### config.mk
export PLATFORM = sky130hd
export DESIGN_NAME = branch_unit
export DESIGN_NICKNAME = d
export VERILOG_FILES = /design/src/common/exec_pkg.sv /design/src/execute/branch_unit.sv
export SDC_FILE = /design/constraint.sdc
export NUM_CORES = 1
export LEC_CHECK = 0
export BUFFER_PORTS_ARGS = -buffer_cell sky130_fd_sc_hd__clkbuf_2
export CORE_MARGIN = 1
export CORE_UTILIZATION = 38
export DETAILED_ROUTE_END_ITERATION = 8
export PLACE_DENSITY = 0.76
export SETUP_SLACK_MARGIN = 0.1
export SYNTH_ARGS = -nofsm -noshare
export SYNTH_HDL_FRONTEND = slang
export SYNTH_SLANG_ARGS = --single-unit
### constraint.sdc
create_clock -name vclk -period 5.2
set_input_delay 0.78 -clock vclk [all_inputs]
set_output_delay 0.78 -clock vclk [all_outputs]
set_load 0.005 [all_outputs]
### src/common/exec_pkg.sv
package exec_pkg;

    // ~~~~~~~~~~~~~~~~~~~~~~~~~~~~~~~~~~~~~~
    // field widths and types
    // ~~~~~~~~~~~~~~~~~~~~~~~~~~~~~~~~~~~~~~
    localparam int WORD_W     = 32;
    localparam int EXE_FUN_W  = 5;
    localparam int MEM_WEN_W  = 4;
    localparam int WB_SEL_W   = 4;
    localparam int REG_ADDR_W = 5;
    localparam int CSR_CMD_W  = 3;

    typedef logic [WORD_W-1:0]     word_t;
    typedef logic [EXE_FUN_W-1:0]  exe_fun_t;
    typedef logic [MEM_WEN_W-1:0]  mem_wen_t;
    typedef logic [WB_SEL_W-1:0]   wb_sel_t;
    typedef logic [REG_ADDR_W-1:0] reg_addr_t;
    typedef logic [CSR_CMD_W-1:0]  csr_cmd_t;

    // ~~~~~~~~~~~~~~~~~~~~~~~~~~~~~~~~~~~~~~
    // execute function codes
    // ~~~~~~~~~~~~~~~~~~~~~~~~~~~~~~~~~~~~~~
    // ALU_X is what a bubble carries, so it must stay zero-result
    localparam exe_fun_t ALU_X      = 5'd0;
    localparam exe_fun_t ALU_ADD    = 5'd1;
    localparam exe_fun_t ALU_SUB    = 5'd2;
    localparam exe_fun_t ALU_AND    = 5'd3;
    localparam exe_fun_t ALU_OR     = 5'd4;
    localparam exe_fun_t ALU_XOR    = 5'd5;
    localparam exe_fun_t ALU_SLL    = 5'd6;
    localparam exe_fun_t ALU_SRL    = 5'd7;
    localparam exe_fun_t ALU_SRA    = 5'd8;
    localparam exe_fun_t ALU_SLT    = 5'd9;
    localparam exe_fun_t ALU_SLTU   = 5'd10;
    localparam exe_fun_t BR_BEQ     = 5'd11;
    localparam exe_fun_t BR_BNE     = 5'd12;
    localparam exe_fun_t BR_BLT     = 5'd13;
    localparam exe_fun_t BR_BGE     = 5'd14;
    localparam exe_fun_t BR_BLTU    = 5'd15;
    localparam exe_fun_t BR_BGEU    = 5'd16;
    localparam exe_fun_t ALU_JALR   = 5'd17;
    localparam exe_fun_t ALU_COPY1  = 5'd18;
    localparam exe_fun_t ALU_MUL    = 5'd19;
    localparam exe_fun_t ALU_MULH   = 5'd20;
    localparam exe_fun_t ALU_MULHSU = 5'd21;
    localparam exe_fun_t ALU_MULHU  = 5'd22;

    // ~~~~~~~~~~~~~~~~~~~~~~~~~~~~~~~~~~~~~~
    // bubble values
    // ~~~~~~~~~~~~~~~~~~~~~~~~~~~~~~~~~~~~~~
    localparam word_t    REGPC_NOP   = 32'h0000_0000;
    localparam mem_wen_t MEN_X       = 4'd0;
    localparam logic     REN_X       = 1'b0;
    localparam wb_sel_t  WB_X        = 4'd0;
    localparam csr_cmd_t CSR_X       = 3'd0;
    localparam word_t    WORD_POISON = 32'hffff_ffff;

endpackage

### src/execute/branch_unit.sv
module branch_unit (
    input  exec_pkg::exe_fun_t fun,
    input  exec_pkg::word_t    op1,
    input  exec_pkg::word_t    op2,
    input  exec_pkg::word_t    pc,
    input  exec_pkg::word_t    imm_b,
    output logic               take,
    output exec_pkg::word_t    target
);

    import exec_pkg::*;

    logic eq;
    logic lt_s;
    logic lt_u;

    assign eq   = (op1 == op2);
    assign lt_s = ($signed(op1) < $signed(op2));
    assign lt_u = (op1 < op2);

    always_comb begin
        case (fun)
            BR_BEQ:  take = eq;
            BR_BNE:  take = !eq;
            BR_BLT:  take = lt_s;
            BR_BGE:  take = !lt_s;
            BR_BLTU: take = lt_u;
            BR_BGEU: take = !lt_u;
            default: take = 1'b0;
        endcase
    end

    // computed for every code, only meaningful when take is set
    assign target = pc + imm_b;

endmodule

# Yosys cells after proc, flatten, opt, wreduce, memory -nomap -nowiden
# Cells that the tools add are included.
[word_totals]
elab_cells = 14
ff_bits = 0
input_bits = 133
[op_classes]
addsub = 1
reduce_logical = 3
order_cmp = 2
n_eq_ne = 7
mux = 1
[op_table]
columns = ["op", "count"]
rows = [
  ["$lt A32 B32 Y1", 2],
  ["$add A32 B32 Y32", 1],
  ["$eq A32 B32 Y1", 1],
  ["$eq A5 B4 Y1 const B", 5],
  ["$pmux W1 S6", 1],
  ["$eq A5 B5 Y1 const B", 1],
  ["$logic_not A1 Y1", 3],
]

# Logic depth before layout (Yosys ltp)
# Gate-level depths: netlist (run 1).
[logic_depth]
word_depth = 3
mapped_depth = 11
depth_no_buf = 11

# Worst setup path after synthesis (run 1)
# No wires, ideal clock.
[synth_timing]
kind = "input -> output"
start = "in pc[0]"
end = "out target[20]"
t_arrival_ps = 2941
t_required_ps = 4420
path_buffers = 0
slack_ps = 1479
stages = 11
cell_sequence = "ha_1 > inv_1 > fa_1 > nor2b_1 > o211ai_1 > a21boi_1 > o21ai_1 > a211o_1 > a311oi_2 > mux2_2 > nand3_1"
[synth_via]
elab_chain_cells = 1
[synth_rtl]
columns = ["element", "line_no", "text"]
rows = [
  ["start: declaration", "branch_unit.sv:5", "input exec_pkg::word_t pc,"],
  ["$add A32 B32 Y32", "branch_unit.sv:34", "assign target = pc + imm_b;"],
  ["end: declaration", "branch_unit.sv:8", "output exec_pkg::word_t target"],
]
# Every way passes these cells.

# Worst setup path in the final report (run 1)
# Ends and elaborated chain as after synthesis.

==> summary.txt, run 1 <==
Status
  – Status: complete, but fails checks
  – Violated checks: DRC

Synthesis
  – Top area cells in the synthesized netlist: ha_1 (30%), inv_1 (6.2%), a21oi_1 (5.6%)
  – Yosys cell types: 59
  – Cell Area, Synth: 2600 sq um
  – Cell taking the most area after synthesis: ha_1
  – Post-Syn Area per Cell: 7.39 sq um
  – Synth warn: 0
  – Area share of the largest cell type after synthesis: 0.303
  – Syn Nets: 549
  – Mapped Cells: 352
  – Top cells by count, synth: ha_1 (63), inv_1 (43), a21oi_1 (29)
  – Seq/Total Area, Yosys: 0
  – Most frequent cell after synthesis: ha_1

GRT
  – First-pass GRT wire length: 11,900 um
  – Number of global-route vias before repair: 2,993
  – GRT Util Overall: 0.191
  – Antenna violations before repair: 0
  – Pin count of the biggest net entering global routing: 9
  – Grt ovf: 0

STA
  – Worst slew pin tran: 0.586 ns
  – Final setup viols: 0
  – Pins over their slew limit: 0
  – Slew headroom: 0.606
  – RSZ-0062 raised after global routing: false
  – Hold slack: 1.87 ns
  – Hold Violations, Final: 0
  – Setup WS post-layout: 0.995 ns
  – Fin crit period: 4.20 ns
  – Achievable Freq: 0.238 GHz
  – Final cycle utilization of the critical path: 0.809
  – Setup TNS: 0 ns

Pwr
  – Power Total: 0.393 mW
  – Peak VDD IR: 0.0672 mV
  – Leak Pwr: 2.02 nW
  – P per Cell Area: 112 nW/um^2

Worst setup path
  – CP Capture Type: output port
  – Crit path arrival time: 3.42 ns
  – CP cell instances: clkbuf_2, ha_1, inv_1, fa_1, nor2b_1, o211ai_1, a21boi_1, o21ai_1, a211o_1, a311oi_2, mux2_2, nand3_1, clkbuf_2
  – Critical path buffer and inverter count: 3
  – Crit path max-delay family: compound AO/OA/AOI/OAI gates
  – CP Data Required Time: 4.42 ns
  – Cell mode on critical path: clkbuf_2
  – CP max-delay cell: fa_1
  – Crit Path Class: input pin to output port
  – CP startpoint kind: input pin
  – Crit-path max cell delay: 0.40 ns
  – Worst Path Max Fanout: 4

Route
  – DR pass1 iterations: 6
  – DRT Wirelength: 7050 um
  – Initial DRC count: 121
  – DRC viols: 13
  – Detail Route Antenna Nets: 0
  – Routed vias/inst: 5.29
  – Wirelength per Cell: 11.9 um
  – Routed via count: 3,129

Floorplan
  – Num ports: 166
  – FP Rows: 29
  – Die Footprint: 7180 sq um
  – Initial core utilization: 0.401
  – Die Width: 84.8 um
  – Die H: 84.8 um
  – Core ar.: 6490 sq um

Layout
  – Nets: 714
  – Antenna diode count: 0
  – Final Core Density: 0.542
  – Seq. cell area: 0 sq um
  – Share of cells above drive strength 1: 0.351
  – Area grow syn2layout: 35.1%
  – Seq_cells: 0
  – # clk buffers: 0

Clock network
  – Hold Buf Count CTS: 0
  – Setup bufs post-CTS: 0
  – Post-CTS sizing: 0

Placed design
  – GPL Wtd Cong: 0.901
  – PortBufs: 166
  – DP HPWL: 6400 um
  – Post-Place Setup Slack: 1.03 ns

Min path
  – Hold Crit Class: input pin to output port

Run
  – Maxcap violations: 0
==> power breakdown <==
| group | internal, mW | total [mW] | switching [mW] |
|---|---|---|---|
| Clock | 0 | 0 | 0 |
| Sequential | 0 | 0 | 0 |
| Combinational | 0.196 | 0.393 | 0.197 |
| Total | 0.196 | 0.393 | 0.197 |
==> routing by layer <==
layer  share of wire  track usage
met5               0            0
met4           0.015       0.0247
met3           0.061       0.0108
met2            0.50        0.390
met1            0.43        0.219
==> final timing paths <==
kind	cells after the start	start	endpoint	slack (ns)
setup / recovery	13	pc[0]	target[20]	1.0
hold / removal	3	imm_b[0]	target[0]	1.87
==> layout by cell type (no fill, tap or decap), types with 5 or more instances in the layout <==
| master | instances |
|---|---|
| inv_1 | 43 |
| nor2b_1 | 7 |
| nand2_1 | 19 |
| o21a_1 | 6 |
| o21bai_1 | 5 |
| nor2_1 | 25 |
| a21oi_1 | 29 |
| a21o_1 | 17 |
| ha_1 | 63 |
| nand4_1 | 11 |
| o21ai_0 | 14 |
| xor2_1 | 11 |
| xnor2_1 | 16 |
| nand3_1 | 13 |
| clkbuf_2 | 166 |
| nor3_1 | 5 |
==> per-stage QoR <==
step	cells	area [sq um]
after floorplan	352	2600
after global placement	592	3520
after detailed placement	592	3520
after CTS	592	3520
after global routing	592	3520
final	592	3520
==> kinds of logic after synthesis <==
group	count (synthesis)	share of synthesized area
AO/OA/AOI/OAI	110	0.317
multiplexers	5	0.0197
XOR/XNOR	27	0.0909
buffers and inverters	46	0.0668
AND/OR/NAND/NOR	100	0.195
adder cells (fa/ha/maj)	64	0.311
==> cell type report <==
class / instances / area [sq um]
Fill cell: 630 / 2980
Multi-Input combinational cell: 306 / 2430
Timing Repair Buffer: 166 / 831
Tap cell: 77 / 96.3
Inverter: 43 / 161
Power figures use the tool's default switching activity.
==> run 2, diff against run 1 <==
ABC_AREA = 1   (was not set)
PLACE_DENSITY = 0.74   (was 0.76)
clock period = 4 ns   (was 5.2 ns; I/O delays follow)
==> run 2 against run 1 <==
The flow now finishes without violations. Cell count rose by 26%. Via count grew 14%. Hold slack worse by 0.39 ns. Critical path depth fell by 2. Global-route usage increased by 1.7 points. Non-clock buffer count is the same. Sequential cell count unchanged. Clock-buffer cell count unchanged. Wire length is 19% higher. Total power up 36%. Combinational power increased by 36%. Largest power group unchanged. Highest routed layer unchanged.
==> summary.txt, run 2 <==
Status
  – Status: complete, no violations

Layout
  – Final Core Density: 0.524 (-0.0179)
  – Most frequent cells in the layout: clkbuf_2 (166), nand2_1 (120), inv_1 (83), ha_1 (63), a21oi_1 (54)
  – Area of the multi-input gates: 2510 sq um (+3.4%)
  – Most common cell after layout, fill and taps aside: clkbuf_2
  – Area grow syn2layout: 33.8%
  – Antenna diode count: 0 (unchanged)
  – # clk buffers: 0 (unchanged)
  – Fin area: 3780 sq um (+7.4%)
  – Nets: 848 (+19%)
  – Seq_cells: 0 (unchanged)
  – Seq. cell area: 0 sq um (unchanged)
  – Finished Layout Cells: 748 (+26%)
  – Share of cells above drive strength 1: 0.277 (-0.0741)
  – Fillcell total: 780 (+24%)

Synthesis
  – Yosys cell types: 26 (-56%)
  – Top area cells in the synthesized netlist: ha_1 (28%), nand2_1 (16%), inv_1 (11%)
  – Cell Area, Synth: 2820 sq um (+8.5%)
  – Cell taking the most area after synthesis: ha_1
  – Post-synthesis compound-gate area fraction: 0.220 (-0.0970)
  – Mapped Cells: 483 (+37%)
  – Post-Syn Area per Cell: 5.84 sq um (-21%)
  – Area share of the largest cell type after synthesis: 0.279 (-0.0236)
  – Top cells by count, synth: nand2_1 (120), inv_1 (83), ha_1 (63)
  – Post-Synth Adder-Cell Area: 0.286 (-0.0242)
  – Largest family of logic cells by synthesized area: simple AND/OR/NAND/NOR gates
  – Area share of and/or/nand/nor cells after synthesis: 0.303 (+0.108)
  – Multiplexer share of the synthesized area: 0 (-0.0197)
  – XOR/XNOR Fraction of Synth Area: 0.0807 (-0.0102)
  – Syn Nets: 680 (+24%)
  – Synth warn: 0 (unchanged)
  – Most frequent cell after synthesis: nand2_1
  – Seq/Total Area, Yosys: 0 (unchanged)

STA
  – Final setup viols: 0 (unchanged)
  – Hold slack: 1.48 ns (-0.388 ns)
  – Fin crit period: 3.01 ns
  – Setup TNS: 0 ns (unchanged)
  – RSZ-0062 raised after global routing: false
  – Worst slew pin tran: 0.360 ns (-0.226 ns)
  – Slew headroom: 0.758 (+0.152)
  – Setup WS post-layout: 0.993 ns (-0.00209 ns)
  – Achievable Freq: 0.333 GHz
  – Final cycle utilization of the critical path: 0.752
  – Pins over their slew limit: 0 (unchanged)
  – Hold Violations, Final: 0 (unchanged)

Route
  – DR pass1 iterations: 6 (unchanged)
  – DRT Wirelength: 8390 um (+19%)
  – DRC viols: 0 (-13)
  – Routed via count: 3,582 (+14%)
  – Routed vias/inst: 4.79 (-9.4%)
  – Wirelength per Cell: 11.2 um (-5.9%)
  – Initial DRC count: 75 (-38%)
  – Detail Route Antenna Nets: 0 (unchanged)

Floorplan
  – FP Rows: 31 (+6.9%)
  – Die H: 88.2 um (+4.0%)
  – Die Footprint: 7780 sq um (+8.3%)
  – Die Width: 88.2 um (+4.0%)
  – Core ar.: 7210 sq um (+11%)
  – Num ports: 166 (unchanged)
  – Initial core utilization: 0.391 (-0.00943)

Clock network
  – Setup bufs post-CTS: 0 (unchanged)
  – Post-CTS sizing: 0 (unchanged)
  – Hold Buf Count CTS: 0 (unchanged)

Worst setup path
  – CP Data Required Time: 3.40 ns (-1.02 ns)
  – CP startpoint kind: input pin
  – Crit Path Class: input pin to output port
  – CP Capture Type: output port
  – Worst Path Max Fanout: 4 (unchanged)
  – Crit path arrival time: 2.41 ns (-1.01 ns)
  – Worst setup path endpoint: target[30]
  – Setup crit start: pc[0]

GRT
  – Grt ovf: 0 (unchanged)
  – GRT Util Overall: 0.207 (+0.0168)
  – Pin count of the biggest net entering global routing: 7 (-2)
  – Number of global-route vias before repair: 3,384 (+13%)
  – Antenna violations before repair: 0 (unchanged)
  – First-pass GRT wire length: 13,500 um (+14%)

Run
  – Maxcap violations: 0 (unchanged)

Pwr
  – Peak VDD IR: 0.0684 mV (+1.8%)
  – Power Total: 0.536 mW (+36%)
  – Leak Pwr: 2.32 nW (+15%)
  – P per Cell Area: 142 nW/um^2 (+27%)

Placed design
  – Post-Place Setup Slack: 1.02 ns (-0.00634 ns)
  – GPL Wtd Cong: 0.935 (+3.8%)
  – Cells after DPL: 748 (+26%)
  – DP HPWL: 7750 um (+21%)
  – PortBufs: 166 (unchanged)
  – Placed inst area: 3780 sq um (+7.4%)

Min path
  – Hold Crit Class: input pin to output port
[run 2: cell count changes after synthesis, moves of 10 or more]
cell / previous run / this run
nand3_1: 13 / 23
nor2_1: 25 / 43
a21oi_1: 29 / 54
inv_1: 43 / 83
a21o_1: 17 / 6
nand2_1: 19 / 120
[run 2: how the worst min path moves through the flow]
| stage | start | end | slack, ns | cells after the start |
|---|---|---|---|---|
| after global routing | imm_b[0] | target[0] | 1.50 | 3 |
| after CTS | imm_b[0] | target[0] | 1.49 | 3 |
| after floorplan | imm_b[0] | target[0] | 1.31 | 1 |
| final | imm_b[0] | target[0] | 1.48 | 3 |
| after global placement | imm_b[0] | target[0] | 1.48 | 3 |
| after detailed placement | imm_b[0] | target[0] | 1.49 | 3 |
[run 2: cells by family (layout without fill, tap and decap cells)]
kind of cell / count (synthesis) / in the layout
and+or+nand+nor: 207 / 207
adders and majority gates: 64 / 64
AOI/OAI and AO/OA: 103 / 103
buffers and inverters: 83 / 249
xor gates and xnor gates: 26 / 26
[run 2: area by class of cell]
class                      instances  share of cell area
inverter                          83              0.0825
multi-input combinational        400               0.665
tap                               99              0.0328
timing repair buffer             166               0.220
[run 2: power by group]
group | leakage [nW] | total [mW] | internal [mW] | switching [mW]
sequential | 0 | 0 | 0 | 0
clock | 0 | 0 | 0 | 0
combinational | 2.32 | 0.536 | 0.239 | 0.297
[run 2: critical path: stages]
cell and delay [ns]:
clkbuf_2 0.08, ha_1 0.15, inv_1 0.05, fa_1 0.41
o21ai_2 0.27, a21oi_2 0.15, o21ai_4 0.20, nand3_1 0.10
nand2_1 0.09, xor2_1 0.17, clkbuf_2 0.14
[run 2: routing by layer]
metal | wire length, um | share of wire | GRT usage | vias up
li1 | - | - | - | 1935
met1 | 3670 | 0.44 | 0.248 | 1538
met2 | 4200 | 0.50 | 0.405 | 93
met3 | 329 | 0.039 | 0.00848 | 16
met4 | 191 | 0.023 | 0.0425 | 0
met5 | 0 | 0 | 0 | -
